[src/hw/queue_cfg_pkg.sv]
package queue_cfg_pkg;

    // switch geometry
    localparam int NUM_PORTS  = 4;
    // priority 0 is served first
    localparam int NUM_PRIOS  = 4;
    // queue id = port * NUM_PRIOS + prio
    localparam int NUM_QUEUES = NUM_PORTS * NUM_PRIOS;

    // buffer address space, 64 cells
    localparam int CELL_AW     = 6;
    localparam int FRAME_CNT_W = 7;

    localparam int PORT_W = $clog2(NUM_PORTS);
    localparam int PRIO_W = $clog2(NUM_PRIOS);
    localparam int QID_W  = $clog2(NUM_QUEUES);

    typedef logic [PORT_W-1:0]  port_t;
    typedef logic [PRIO_W-1:0]  prio_t;
    typedef logic [QID_W-1:0]   qid_t;
    typedef logic [CELL_AW-1:0] cell_addr_t;

endpackage

[src/hw/link_pkg.sv]
package link_pkg;

    import queue_cfg_pkg::*;

    // one link entry per buffer cell
    localparam int LINK_DEPTH = 1 << CELL_AW;

    // entry at address a describes cell a
    typedef struct packed {
        cell_addr_t next;   // successor in the queue
        logic       last;   // cell a closes a frame
    } link_entry_t;

endpackage

[src/hw/link_mem_if.sv]
`timescale 1ns/1ps

interface link_mem_if
    import queue_cfg_pkg::*, link_pkg::*;
();

    logic        req;
    logic        we;
    cell_addr_t  addr;
    link_entry_t wdata;

    // grant is combinational, read data comes one cycle later
    logic        gnt;
    link_entry_t rdata;
    logic        rvld;

    modport requester (
        output req, we, addr, wdata,
        input  gnt, rdata, rvld
    );

    modport arbiter (
        input  req, we, addr, wdata,
        output gnt, rdata, rvld
    );

endinterface

[src/hw/queue_table_if.sv]
`timescale 1ns/1ps

interface queue_table_if
    import queue_cfg_pkg::*;
();

    // enqueue side
    logic       append;
    qid_t       enq_qid;
    cell_addr_t enq_addr;
    logic       enq_last;
    cell_addr_t enq_tail;
    logic       enq_empty;
    logic       enq_tail_last;

    // dequeue side
    logic       pop;
    qid_t       deq_qid;
    cell_addr_t deq_new_head;
    logic       deq_frame_done;
    cell_addr_t deq_head;
    cell_addr_t deq_tail;
    logic       deq_empty;

    modport enq (
        output append, enq_qid, enq_addr, enq_last,
        input  enq_tail, enq_empty, enq_tail_last
    );

    modport deq (
        output pop, deq_qid, deq_new_head, deq_frame_done,
        input  deq_head, deq_tail, deq_empty
    );

    modport tbl (
        input  append, enq_qid, enq_addr, enq_last,
        input  pop, deq_qid, deq_new_head, deq_frame_done,
        output enq_tail, enq_empty, enq_tail_last,
        output deq_head, deq_tail, deq_empty
    );

endinterface

[src/hw/queue_table.sv]
`timescale 1ns/1ps

module queue_table
    import queue_cfg_pkg::*;
(
    input  logic                 i_clk,
    input  logic                 i_rst,
    queue_table_if.tbl           tab,
    output logic [NUM_PORTS-1:0] o_pending,
    output prio_t                o_top_prio [NUM_PORTS]
);

    cell_addr_t             head      [NUM_QUEUES];
    cell_addr_t             tail      [NUM_QUEUES];
    logic [FRAME_CNT_W-1:0] frame_cnt [NUM_QUEUES];
    logic [NUM_QUEUES-1:0]  q_empty;
    logic [NUM_QUEUES-1:0]  tail_last;
    logic [NUM_QUEUES-1:0]  cnt_inc;
    logic [NUM_QUEUES-1:0]  cnt_dec;
    logic                   pop_drains;
    logic                   same_q;

    // popping the tail empties the queue unless a cell lands in it this cycle
    assign pop_drains = tab.pop && (head[tab.deq_qid] == tail[tab.deq_qid]);
    assign same_q     = tab.append && tab.pop && (tab.enq_qid == tab.deq_qid);

    assign tab.enq_tail      = tail[tab.enq_qid];
    assign tab.enq_empty     = q_empty[tab.enq_qid];
    assign tab.enq_tail_last = tail_last[tab.enq_qid];
    assign tab.deq_head      = head[tab.deq_qid];
    assign tab.deq_tail      = tail[tab.deq_qid];
    assign tab.deq_empty     = q_empty[tab.deq_qid];

    always_comb begin
        cnt_inc = '0;
        cnt_dec = '0;
        if (tab.append && tab.enq_last)
            cnt_inc[tab.enq_qid] = 1'b1;
        if (tab.pop && tab.deq_frame_done)
            cnt_dec[tab.deq_qid] = 1'b1;
    end

    // append wins on the head of a drained queue
    always_ff @(posedge i_clk) begin
        if (tab.pop)
            head[tab.deq_qid] <= tab.deq_new_head;
        if (tab.append) begin
            tail[tab.enq_qid] <= tab.enq_addr;
            if (q_empty[tab.enq_qid] || (same_q && pop_drains))
                head[tab.enq_qid] <= tab.enq_addr;
        end
    end

    always_ff @(posedge i_clk or posedge i_rst) begin
        if (i_rst) begin
            q_empty   <= '1;
            tail_last <= '0;
            frame_cnt <= '{default: '0};
        end else begin
            if (pop_drains)
                q_empty[tab.deq_qid] <= 1'b1;
            if (tab.append) begin
                q_empty[tab.enq_qid]   <= 1'b0;
                tail_last[tab.enq_qid] <= tab.enq_last;
            end
            for (int q = 0; q < NUM_QUEUES; q++) begin
                if (cnt_inc[q] && !cnt_dec[q])
                    frame_cnt[q] <= frame_cnt[q] + 1'b1;
                else if (cnt_dec[q] && !cnt_inc[q])
                    frame_cnt[q] <= frame_cnt[q] - 1'b1;
            end
        end
    end

    //////////////////////////////////////////////////////////////////////
    // per-port pending and top priority
    //////////////////////////////////////////////////////////////////////

    // scan downward so the lowest-numbered priority sticks
    always_comb begin
        for (int p = 0; p < NUM_PORTS; p++) begin
            o_pending[p]  = 1'b0;
            o_top_prio[p] = '0;
            for (int r = NUM_PRIOS - 1; r >= 0; r--) begin
                if (frame_cnt[p * NUM_PRIOS + r] != '0) begin
                    o_pending[p]  = 1'b1;
                    o_top_prio[p] = prio_t'(r);
                end
            end
        end
    end

    a_no_cnt_underflow: assert property (@(posedge i_clk) disable iff (i_rst)
        tab.pop && tab.deq_frame_done |-> frame_cnt[tab.deq_qid] != '0);

endmodule

[src/hw/enqueue_engine.sv]
`timescale 1ns/1ps

module enqueue_engine
    import queue_cfg_pkg::*, link_pkg::*;
(
    input  logic           i_clk,
    input  logic           i_rst,
    input  logic           i_cell_vld,
    input  cell_addr_t     i_cell_addr,
    input  port_t          i_cell_port,
    input  prio_t          i_cell_prio,
    input  logic           i_cell_last,
    output logic           o_cell_rdy,
    queue_table_if.enq     tab,
    link_mem_if.requester  mem
);

    typedef enum logic {
        EQ_IDLE,
        EQ_LINK
    } eq_state_t;

    eq_state_t   state;
    logic        accept;
    cell_addr_t  link_addr;
    link_entry_t link_data;

    assign o_cell_rdy = (state == EQ_IDLE);
    assign accept     = i_cell_vld && o_cell_rdy;

    // table update happens on the acceptance edge itself
    assign tab.append   = accept;
    assign tab.enq_qid  = {i_cell_port, i_cell_prio};
    assign tab.enq_addr = i_cell_addr;
    assign tab.enq_last = i_cell_last;

    // chain the old tail to the new cell
    assign mem.req   = (state == EQ_LINK);
    assign mem.we    = 1'b1;
    assign mem.addr  = link_addr;
    assign mem.wdata = link_data;

    always_ff @(posedge i_clk or posedge i_rst) begin
        if (i_rst) begin
            state <= EQ_IDLE;
        end else begin
            case (state)
                EQ_IDLE: begin
                    // first cell of an empty queue needs no link
                    if (accept && !tab.enq_empty)
                        state <= EQ_LINK;
                end
                EQ_LINK: begin
                    if (mem.gnt)
                        state <= EQ_IDLE;
                end
                default: state <= EQ_IDLE;
            endcase
        end
    end

    // old tail keeps its own last flag, gains a successor
    always_ff @(posedge i_clk) begin
        if (accept) begin
            link_addr      <= tab.enq_tail;
            link_data.next <= i_cell_addr;
            link_data.last <= tab.enq_tail_last;
        end
    end

endmodule

[src/hw/dequeue_engine.sv]
`timescale 1ns/1ps

module dequeue_engine
    import queue_cfg_pkg::*, link_pkg::*;
(
    input  logic                 i_clk,
    input  logic                 i_rst,
    input  logic                 i_deq_vld,
    input  port_t                i_deq_port,
    input  logic [NUM_PORTS-1:0] i_pending,
    input  prio_t                i_top_prio [NUM_PORTS],
    input  logic                 i_out_rdy,
    output logic                 o_out_vld,
    output cell_addr_t           o_out_addr,
    output logic                 o_out_last,
    output logic                 o_deq_busy,
    queue_table_if.deq           tab,
    link_mem_if.requester        mem
);

    typedef enum logic [1:0] {
        DQ_IDLE,
        DQ_READ,
        DQ_WAIT,
        DQ_PRESENT
    } dq_state_t;

    dq_state_t  state;
    qid_t       qid;
    cell_addr_t next_addr;
    logic       next_vld;
    logic       out_last;
    logic       at_tail;
    logic       out_hs;

    assign at_tail = (tab.deq_head == tab.deq_tail);
    assign out_hs  = (state == DQ_PRESENT) && i_out_rdy;

    assign o_out_vld  = (state == DQ_PRESENT);
    assign o_out_last = out_last && o_out_vld;
    assign o_deq_busy = (state != DQ_IDLE);

    // each handshake pops the head
    assign tab.pop            = out_hs;
    assign tab.deq_qid        = qid;
    assign tab.deq_frame_done = out_last;
    // without a link read the successor is whatever became the tail
    assign tab.deq_new_head   = next_vld ? next_addr : tab.deq_tail;

    assign mem.req   = (state == DQ_READ) && !at_tail && !tab.deq_empty;
    assign mem.we    = 1'b0;
    assign mem.addr  = tab.deq_head;
    assign mem.wdata = '0;

    always_ff @(posedge i_clk or posedge i_rst) begin
        if (i_rst) begin
            state    <= DQ_IDLE;
            qid      <= '0;
            next_vld <= 1'b0;
            out_last <= 1'b0;
        end else begin
            case (state)
                DQ_IDLE: begin
                    if (i_deq_vld && i_pending[i_deq_port]) begin
                        qid   <= {i_deq_port, i_top_prio[i_deq_port]};
                        state <= DQ_READ;
                    end
                end
                DQ_READ: begin
                    if (tab.deq_empty) begin
                        state <= DQ_IDLE;
                    end else if (at_tail) begin
                        // tail of a complete frame is its last cell
                        out_last <= 1'b1;
                        next_vld <= 1'b0;
                        state    <= DQ_PRESENT;
                    end else if (mem.gnt) begin
                        state <= DQ_WAIT;
                    end
                end
                DQ_WAIT: begin
                    if (mem.rvld) begin
                        out_last <= mem.rdata.last;
                        next_vld <= 1'b1;
                        state    <= DQ_PRESENT;
                    end
                end
                DQ_PRESENT: begin
                    if (!next_vld && tab.deq_tail != o_out_addr)
                        next_vld <= 1'b1;
                    if (i_out_rdy)
                        state <= out_last ? DQ_IDLE : DQ_READ;
                end
                default: state <= DQ_IDLE;
            endcase
        end
    end

    always_ff @(posedge i_clk) begin
        if (state == DQ_READ)
            o_out_addr <= tab.deq_head;
        if (state == DQ_WAIT && mem.rvld)
            next_addr <= mem.rdata.next;
        else if (state == DQ_PRESENT && !next_vld)
            next_addr <= tab.deq_tail;
    end

    a_out_stable: assert property (@(posedge i_clk) disable iff (i_rst)
        o_out_vld && !i_out_rdy |=> $stable(o_out_addr) && $stable(o_out_last));

endmodule

[src/hw/link_mem_arbiter.sv]
`timescale 1ns/1ps

module link_mem_arbiter
    import queue_cfg_pkg::*, link_pkg::*;
(
    link_mem_if.arbiter enq_mem,
    link_mem_if.arbiter deq_mem,
    output logic        o_ram_en,
    output logic        o_ram_we,
    output cell_addr_t  o_ram_addr,
    output link_entry_t o_ram_wdata,
    input  link_entry_t i_ram_rdata,
    input  logic        i_clk,
    input  logic        i_rst
);

    logic enq_rd_pend;
    logic deq_rd_pend;

    // enqueue first, so a link lands before anyone reads it
    assign enq_mem.gnt = enq_mem.req;
    assign deq_mem.gnt = deq_mem.req && !enq_mem.req;

    assign o_ram_en    = enq_mem.req || deq_mem.req;
    assign o_ram_we    = enq_mem.req ? enq_mem.we    : deq_mem.we;
    assign o_ram_addr  = enq_mem.req ? enq_mem.addr  : deq_mem.addr;
    assign o_ram_wdata = enq_mem.req ? enq_mem.wdata : deq_mem.wdata;

    //////////////////////////////////////////////////////////////////////
    // read return
    //////////////////////////////////////////////////////////////////////

    always_ff @(posedge i_clk or posedge i_rst) begin
        if (i_rst) begin
            enq_rd_pend <= 1'b0;
            deq_rd_pend <= 1'b0;
        end else begin
            enq_rd_pend <= enq_mem.gnt && !enq_mem.we;
            deq_rd_pend <= deq_mem.gnt && !deq_mem.we;
        end
    end

    assign enq_mem.rdata = i_ram_rdata;
    assign enq_mem.rvld  = enq_rd_pend;
    assign deq_mem.rdata = i_ram_rdata;
    assign deq_mem.rvld  = deq_rd_pend;

    // a stalled dequeue request keeps its address until granted
    a_deq_req_held: assert property (@(posedge i_clk) disable iff (i_rst)
        deq_mem.req && !deq_mem.gnt |=> deq_mem.req && $stable(deq_mem.addr));

endmodule

[src/hw/link_ram.sv]
`timescale 1ns/1ps

module link_ram
    import queue_cfg_pkg::*, link_pkg::*;
(
    input  logic        i_clk,
    input  logic        i_en,
    input  logic        i_we,
    input  cell_addr_t  i_addr,
    input  link_entry_t i_wdata,
    output link_entry_t o_rdata
);

    link_entry_t mem [LINK_DEPTH];

    // read data one cycle after the enable
    always_ff @(posedge i_clk) begin
        if (i_en) begin
            if (i_we)
                mem[i_addr] <= i_wdata;
            else
                o_rdata <= mem[i_addr];
        end
    end

    a_addr_known: assert property (@(posedge i_clk)
        i_en |-> !$isunknown(i_addr));

endmodule

[src/hw/pqm_top.sv]
`timescale 1ns/1ps

module pqm_top
    import queue_cfg_pkg::*, link_pkg::*;
(
    input  logic                 i_clk,
    input  logic                 i_rst,
    input  logic                 i_cell_vld,
    input  cell_addr_t           i_cell_addr,
    input  port_t                i_cell_port,
    input  prio_t                i_cell_prio,
    input  logic                 i_cell_last,
    output logic                 o_cell_rdy,
    input  logic                 i_deq_vld,
    input  port_t                i_deq_port,
    input  logic                 i_out_rdy,
    output logic                 o_out_vld,
    output cell_addr_t           o_out_addr,
    output logic                 o_out_last,
    output logic                 o_deq_busy,
    output logic [NUM_PORTS-1:0] o_pending,
    output prio_t                o_top_prio [NUM_PORTS]
);

    logic        ram_en;
    logic        ram_we;
    cell_addr_t  ram_addr;
    link_entry_t ram_wdata;
    link_entry_t ram_rdata;

    queue_table_if u_tab_if ();
    link_mem_if    u_enq_mem_if ();
    link_mem_if    u_deq_mem_if ();

    queue_table u_queue_table (
        .i_clk      (i_clk),
        .i_rst      (i_rst),
        .tab        (u_tab_if.tbl),
        .o_pending  (o_pending),
        .o_top_prio (o_top_prio)
    );

    enqueue_engine u_enqueue_engine (
        .i_clk       (i_clk),
        .i_rst       (i_rst),
        .i_cell_vld  (i_cell_vld),
        .i_cell_addr (i_cell_addr),
        .i_cell_port (i_cell_port),
        .i_cell_prio (i_cell_prio),
        .i_cell_last (i_cell_last),
        .o_cell_rdy  (o_cell_rdy),
        .tab         (u_tab_if.enq),
        .mem         (u_enq_mem_if.requester)
    );

    dequeue_engine u_dequeue_engine (
        .i_clk      (i_clk),
        .i_rst      (i_rst),
        .i_deq_vld  (i_deq_vld),
        .i_deq_port (i_deq_port),
        .i_pending  (o_pending),
        .i_top_prio (o_top_prio),
        .i_out_rdy  (i_out_rdy),
        .o_out_vld  (o_out_vld),
        .o_out_addr (o_out_addr),
        .o_out_last (o_out_last),
        .o_deq_busy (o_deq_busy),
        .tab        (u_tab_if.deq),
        .mem        (u_deq_mem_if.requester)
    );

    link_mem_arbiter u_link_mem_arbiter (
        .enq_mem     (u_enq_mem_if.arbiter),
        .deq_mem     (u_deq_mem_if.arbiter),
        .o_ram_en    (ram_en),
        .o_ram_we    (ram_we),
        .o_ram_addr  (ram_addr),
        .o_ram_wdata (ram_wdata),
        .i_ram_rdata (ram_rdata),
        .i_clk       (i_clk),
        .i_rst       (i_rst)
    );

    link_ram u_link_ram (
        .i_clk   (i_clk),
        .i_en    (ram_en),
        .i_we    (ram_we),
        .i_addr  (ram_addr),
        .i_wdata (ram_wdata),
        .o_rdata (ram_rdata)
    );

endmodule

[config.mk]
export PLATFORM = sky130hd
export DESIGN_NAME = pqm_top
export DESIGN_NICKNAME = d
export VERILOG_FILES = /design/src/hw/queue_cfg_pkg.sv /design/src/hw/link_pkg.sv /design/src/hw/link_mem_if.sv /design/src/hw/queue_table_if.sv /design/src/hw/queue_table.sv /design/src/hw/enqueue_engine.sv /design/src/hw/dequeue_engine.sv /design/src/hw/link_mem_arbiter.sv /design/src/hw/link_ram.sv /design/src/hw/pqm_top.sv
export SDC_FILE = /design/constraint.sdc
export NUM_CORES = 1
export LEC_CHECK = 0
export BUFFER_PORTS_ARGS = -buffer_cell sky130_fd_sc_hd__buf_2
export CORE_UTILIZATION = 50
export CTS_BUF_LIST = sky130_fd_sc_hd__clkbuf_2 sky130_fd_sc_hd__clkbuf_4 sky130_fd_sc_hd__clkbuf_8
export DETAILED_ROUTE_END_ITERATION = 12
export PLACE_DENSITY = 0.75
export SYNTH_ARGS = -nofsm -noshare
export SYNTH_HDL_FRONTEND = slang
export SYNTH_SLANG_ARGS = --single-unit
[constraint.sdc]
create_clock -name i_clk -period 5.09 [get_ports i_clk]
set_clock_uncertainty 0.2 [all_clocks]
set_input_delay 0.509 -clock i_clk [delete_from_list [all_inputs] [get_ports i_clk]]
set_output_delay 0.509 -clock i_clk [all_outputs]
set_load 0.02 [all_outputs]
# ---- Word-level counts from Yosys, hierarchy flattened
# Memories as Yosys holds them, arrays and structs flattened. A register that Yosys moved wholly into a read port is not among the register bits.
# Index checks and enable logic that the tools add are counted.
dict set report op_classes {
  n_addsub 32
  n_lt_le_gt_ge 6
  eq_ne 13
  n_mux 119
  n_bitwise 6
  reduce_logical 132
}
# operator count
set op_table {}
lappend op_table {{$mux 7} 33}
lappend op_table {{$add 7x1->7 const B} 16}
lappend op_table {{$reduce_bool 7->1} 16}
lappend op_table {{$sub 7x1->7 const B} 16}
lappend op_table {{$mux 16} 4}
lappend op_table {{$logic_and 1x1->1} 51}
lappend op_table {{$mux 2} 24}
lappend op_table {{$mux 1} 42}
lappend op_table {{$reduce_bool 2->1} 19}
lappend op_table {{$logic_not 1->1} 37}
lappend op_table {{$mux 6} 4}
lappend op_table {{$and 16x16->16} 1}
lappend op_table {{$bwmux 16} 1}
lappend op_table {{$not 16->16} 1}
lappend op_table {{$or 16x16->16} 1}
lappend op_table {{$bmux 1 s4} 3}
lappend op_table {{$lt 4x5->1 const B} 2}
lappend op_table {{$demux 1 s4} 2}
lappend op_table {{$ge 4x1->1 const B} 2}
lappend op_table {{$pmux 2 s4} 1}
lappend op_table {{$reduce_and 4->1} 2}
lappend op_table {{$eq 6x6->1} 1}
lappend op_table {{$ne 2x1->1 const B} 3}
lappend op_table {{$ne 2x2->1 const B} 3}
lappend op_table {{other kinds (18)} 23}
dict set report word_totals {
  ff_bits 173
  mem_bits_rw 640
  input_bits 18
  out_inout_bits 22
  word_cells 339
  memories 3
}
# memory depth word_bits read_ports rd_ports_with_merged_regs wr line
set mem_list {}
lappend mem_list {u_link_ram.mem 64 7 1 1 1 link_ram.sv:14} ;# link_entry_t mem [LINK_DEPTH];
lappend mem_list {u_queue_table.head 16 6 1 0 2 queue_table.sv:13} ;# cell_addr_t head [NUM_QUEUES];
lappend mem_list {u_queue_table.tail 16 6 2 1 1 queue_table.sv:14} ;# cell_addr_t tail [NUM_QUEUES];

# ---- Longest topological paths before layout
dict set report logic_depth {
  word_depth 10
  ltp_mapped 19
}

# ---- Cells and area by module
# A second synthesis with hierarchy kept.
dict set report unflattened {
  hier_cells 3055
  area_unflattened_um2 40960.5
}
# mod instances cells_each area_per_inst_um2 seq_area_each_um2
set by_module_without_submodules {}
lappend by_module_without_submodules {queue_table 1 1849 20714.9 9389.0}
lappend by_module_without_submodules {link_ram 1 1033 18043.6 13663.1}
lappend by_module_without_submodules {dequeue_engine 1 103 1255.0 560.5}
lappend by_module_without_submodules {enqueue_engine 1 32 541.8 415.4}
lappend by_module_without_submodules {link_mem_arbiter 1 38 405.4 50.0}

# ---- Worst setup path after synthesis
# No wires, ideal clock.
dict set report synth_timing {
  path_kind {input to register}
  from {in i_cell_prio[0]}
  to {reg u_queue_table.frame_cnt[104] (netlist bit)}
  arrival_time_ns 4.021
  path_slack_ns 0.744
  cell_stages 16
  path_cell_list {clkbuf_1 -> clkbuf_1 -> nand2_1 -> nor3_1 -> and2_1 -> ha_1 -> inv_1 -> fa_1 -> a21oi_1 -> nor2_1 -> nor2_1 -> o21bai_1 -> a21oi_1 -> xnor2_1 -> nor2_1 -> xor2_1}
}
dict set report synth_via {
  elab_chain_len 8
  word_cells_on_any_way 11
  classes_between {2 x order compare; 4 x mux; 5 x reduce/logical}
}
# element line
set synth_rtl {}
lappend synth_rtl {{start, declared} pqm_top.sv:11} ;# input prio_t i_cell_prio,
lappend synth_rtl {{$lt 4x5->1 (implied by the code) / $ge 4x1->1 (equally long branches)} queue_table.sv:38} ;# cnt_inc[tab.enq_qid] = 1'b1;
lappend synth_rtl {{$logic_and 1x1->1 (implied by the code)} queue_table.sv:38}
lappend synth_rtl {{$mux 1 (implied by the code)} queue_table.sv:38}
lappend synth_rtl {{$demux 1 s4 (*)} -}
lappend synth_rtl {{$mux 16 (*)} queue_table.sv:37} ;# if (tab.append && tab.enq_last)
lappend synth_rtl {{$logic_not 1->1} queue_table.sv:69} ;# else if (cnt_dec[q] && !cnt_inc[q])
lappend synth_rtl {{$logic_and 1x1->1} queue_table.sv:69}
lappend synth_rtl {{$reduce_bool 2->1 (no line)} -}
lappend synth_rtl {{end signal, assigned by index} queue_table.sv:68} ;# frame_cnt[q] <= frame_cnt[q] + 1'b1;
lappend synth_rtl {{end signal, assigned by index} queue_table.sv:70} ;# frame_cnt[q] <= frame_cnt[q] - 1'b1;
lappend synth_rtl {{end, declared} queue_table.sv:15} ;# logic [FRAME_CNT_W-1:0] frame_cnt [NUM_QUEUES];
# Mark *: on every way between the ends. The rest lies on a longest branch, timed or not.
# A chain may end at the register's enable or synchronous reset.

# ---- Worst setup path in the final report
dict set report layout_timing {
  from {reg u_dequeue_engine.qid[1] (netlist: u_dequeue_engine.tab.deq_qid[1])}
  to {reg u_queue_table.frame_cnt[90] (netlist bit)}
}
dict set report layout_via {
  elab_chain_len 8
  word_cells_on_any_way 11
  classes_between {2 x order compare; 4 x mux; 5 x reduce/logical}
}
# element line
set layout_rtl {}
lappend layout_rtl {{start, declared} dequeue_engine.sv:29} ;# qid_t qid;
lappend layout_rtl {{start signal, assigned} dequeue_engine.sv:65} ;# qid <= {i_deq_port, i_top_prio[i_deq_port]};
lappend layout_rtl {{$lt 4x5->1 (implied by the code) / $ge 4x1->1 (equally long branches)} queue_table.sv:40} ;# cnt_dec[tab.deq_qid] = 1'b1;
lappend layout_rtl {{$logic_and 1x1->1 (implied by the code)} queue_table.sv:40}
lappend layout_rtl {{$mux 1 (implied by the code)} queue_table.sv:40}
lappend layout_rtl {{$demux 1 s4 (*)} -}
lappend layout_rtl {{$mux 16 (*)} queue_table.sv:39} ;# if (tab.pop && tab.deq_frame_done)
lappend layout_rtl {{$logic_not 1->1} queue_table.sv:67} ;# if (cnt_inc[q] && !cnt_dec[q])
lappend layout_rtl {{$logic_and 1x1->1} queue_table.sv:67}
lappend layout_rtl {{$mux 7 / $reduce_bool 2->1 (equally long branches)} -}
# Marked as above.

==> qor.yml <==
worst_setup_path:
  crit_fanout: 48
  required_ns: 5.51
  r2r_cells: 16
  cp_slowest_cell: "dfrtp_4"
  crit_arrival_ns: 5.02
  max_stage_delay_ns: 0.95
  cp_num_cells: 16
  end_kind: "flop"
  crit_top_cell: "nor2_1"
  critPathBufInv: 3
  cpLargestDelayFamily: "simple AND/OR/NAND/NOR gates"
  critPathKind: "flop to flop"
  path_cells: "buf_4, nand4_1, nor3_1, buf_4, nand2_1, ha_1, inv_1, ha_1, a21oi_1, nor2_1, nor2_1, o21bai_1, a21oi_1, xnor2_1, nor2_1, xor2_1"
  cp-start-kind: "flop"
drt:
  drt-initial-drc-count: 2715
  vias: 25210
  drtAntennaViolNets: 0
  vias_per_cell: 6.157
  drc_errors: 0
  drtPass1Iterations: 7
  routed_wirelength_mm: 98.43
  wl_per_cell_um: 24.04
logic_synthesis:
  synth_most_common_cell: "edfxtp_1"
  yosysTopAreaCell: "edfxtp_1"
  postSynthCellCount: 2836
  synth_top_area_frac: 0.5162
  yosys_warnings: 0
  ys.flop_type: "edfxtp_1"
  synth.net_count: 2971
  synthArstFlopShare: 0.1864
  yosys_register_bits: 826
  synth_edf_count: 672
  synth.area.top_cells: "edfxtp_1 (52%), dfrtp_1 (8.8%), mux4_2 (5.8%)"
  synth_cell_types: 71
  ys_seq_area_frac: 0.6153
  synth_area_um2: 39090
  synth.avg_cell_area_um2: 13.78
  synth_common_cells: "edfxtp_1 (672), nand2_1 (268), a21oi_1 (177)"
timing:
  final.period_utilization: 0.9041
  tns_ns: 0
  worst-slew-pin-transition_ns: 1.343
  worst_slack_ns: 0.4881
  slew_viol_final: 0
  finalCriticalPeriod_ns: 4.602
  relSlewSlack: 0.1047
  holdWs_ns: 0.1345
  finalSetupViolCount: 0
  finalHoldViolCount: 0
  rsz0062_at_grt: "no"
  fmax_mhz: 217.3
grt:
  grt_usage: 0.2527
  grt_pass1_vias: 25700
  antenna_found_initial: 4
  overflow: 0
  grt_pass1_wl_mm: 151.2
  grt_max_degree: 90
floorplanning:
  initial_core_util: 0.5046
  die-area_um2: 79310
  die_y_um: 281.6
  boundaryPins: 40
  core_region_area_um2: 77470
  rows: 102
  die_w_um: 281.6
finish:
  drive_gt1_frac: 0.1988
  nNetsFinal: 3079
  final_util: 0.5610
  areaGrowthSynthToFinish_pct: 11.17
  stdcell_count: 4095
clocking:
  clkSinkCount: 826
  cts-root-buf: "clkbuf_8"
  htree_levels: 4
  clockBufferDepth: 3
  tritoncts: "done"
  cts_resized: 0
  clk_pin_slew_ns: 0.06
  clock_latency_ns: 0.80
  cts_made_buffers: 135
worst_hold_path:
  whs_path_depth: 1
  hold_class: "input pin to flop"
pwr:
  leakagePower_nw: 15.95
  power_density_nw_per_um2: 565.5
  ir_drop_mv: 0.4759
outcome:
  status: "complete, no violations"
placed_design:
  port_buffers: 39
  place_hpwl_mm: 64.32
  dpl.cell_count: 3843
  dp_slack_ns: 0.5531
  gp_congestion: 0.9190
job:
  maxCapViolCount: 0
## cell families (layout without fill, tap and decap cells)
group                      Yosys count  in the layout  synth area share
AOI/OAI and AO/OA                  525            525           0.08693
xor gates and xnor gates           124            124           0.02778
adders and majority gates          117            117           0.04052
buffers and inverters              221            438           0.02400
DFF                                826            826            0.6153
muxes                              359            359            0.1287
other                                0              2                 0
and+or+nand+nor                    664            664           0.07682
## report_power, final
part | switching (mW) | internal, mW
registers | 0.759 | 8.30
clock network | 2.75 | 3.12
logic | 5.63 | 4.02
## registers in the layout (all words and copies together) (netlist names), named ones only
| signal | cells |
|---|---|
| u_enqueue_engine.mem.wdata | 7 |
| u_queue_table.head | 96 |
| u_link_ram.mem | 448 |
| u_link_mem_arbiter.deq_mem.rvld | 1 |
| u_dequeue_engine.next_addr | 6 |
| u_dequeue_engine.state | 1 |
| u_queue_table.tail | 96 |
| u_enqueue_engine.mem.addr | 6 |
| u_queue_table.tail_last | 16 |
| u_link_ram.o_rdata | 7 |
| u_dequeue_engine.next_vld | 1 |
| u_enqueue_engine.mem.req | 1 |
| u_dequeue_engine.o_out_addr | 6 |
| u_queue_table.frame_cnt | 112 |
| u_dequeue_engine.tab.deq_qid | 4 |
| u_dequeue_engine.tab.deq_frame_done | 1 |
| u_queue_table.q_empty | 16 |
## per-layer routing
layer / track usage / up-vias / routed length (µm)
met5: 0 / - / 11
met4: 0.1357 / 2 / 5053
met3: 0.05428 / 297 / 8717
met2: 0.4070 / 1358 / 47200
met1: 0.3207 / 12610 / 37450
li1: - / 10940 / -
## path summary, 6_finish.rpt
kind | start | slack (ns) | to
max | u_dequeue_engine.tab.deq_qid[1] | 0.49 | u_queue_table.frame_cnt[90]
min | i_cell_addr[2] | 0.13 | u_queue_table.tail[9][2]
max reg2reg | u_dequeue_engine.tab.deq_qid[1] | 0.49 | u_queue_table.frame_cnt[90]
min reg2reg | u_queue_table.frame_cnt[104] | 0.27 | u_queue_table.frame_cnt[104]
max in group asynchronous | i_rst | 3.40 | u_queue_table.frame_cnt[85]
min in group asynchronous | i_rst | 0.18 | u_queue_table.frame_cnt[19]
## worst register-to-register path, cell delays in order, from the launching register on
cell and delay [ns]:
dfrtp_4 0.95, buf_4 0.39, nand4_1 0.14, nor3_1 0.65, buf_4 0.24, nand2_1 0.06, ha_1 0.27, inv_1 0.20
ha_1 0.32, a21oi_1 0.17, nor2_1 0.05, nor2_1 0.17, o21bai_1 0.09, a21oi_1 0.18, xnor2_1 0.14, nor2_1 0.07
xor2_1 0.17
## metrics by stage
stage                     power (mW)  area [µm²]
after floorplan                15.83       39090
after global placement         18.19       40670
after detailed placement       18.63       40670
after CTS                      24.50       43460
after global routing           25.83       43460
final                          24.58       43460
## placed cells by master (no fill, tap or decap), types with 24 or more instances in the layout
cell / instances
a21oi_1: 177
o21ai_0: 83
inv_1: 60
xor2_1: 37
ha_1: 101
a22oi_1: 45
mux2_2: 101
mux2_1: 37
edfxtp_1: 672
clkinv_2: 26
clkbuf_4: 40
a211oi_1: 36
buf_4: 79
mux2i_1: 120
nor3_1: 26
buf_2: 39
nor2_1: 167
o21bai_1: 35
clkbuf_8: 141
a21o_1: 24
nand3_1: 41
nand2_1: 268
xnor2_1: 87
and2_1: 28
dfrtp_1: 135
a22o_1: 35
mux4_2: 101
nor4_1: 26
## final cells by class
class / count / area, µm²
fill: 6045 / 34010
inverter: 63 / 241.5
tap: 1040 / 1301
multi-input combinational: 1789 / 14140
sequential: 826 / 24060
timing repair buffer: 129 / 968.4
clock buffer: 181 / 2241
clock inverter: 65 / 500.5
antenna: 2 / 5.005
## what timing repair did
action	4_1_cts	5_1_grt
hold buffers	4	0
endpoints found under the hold margin	64	0
buffers inserted	0	0
Note: power is estimated with default switching activity, not from simulation.
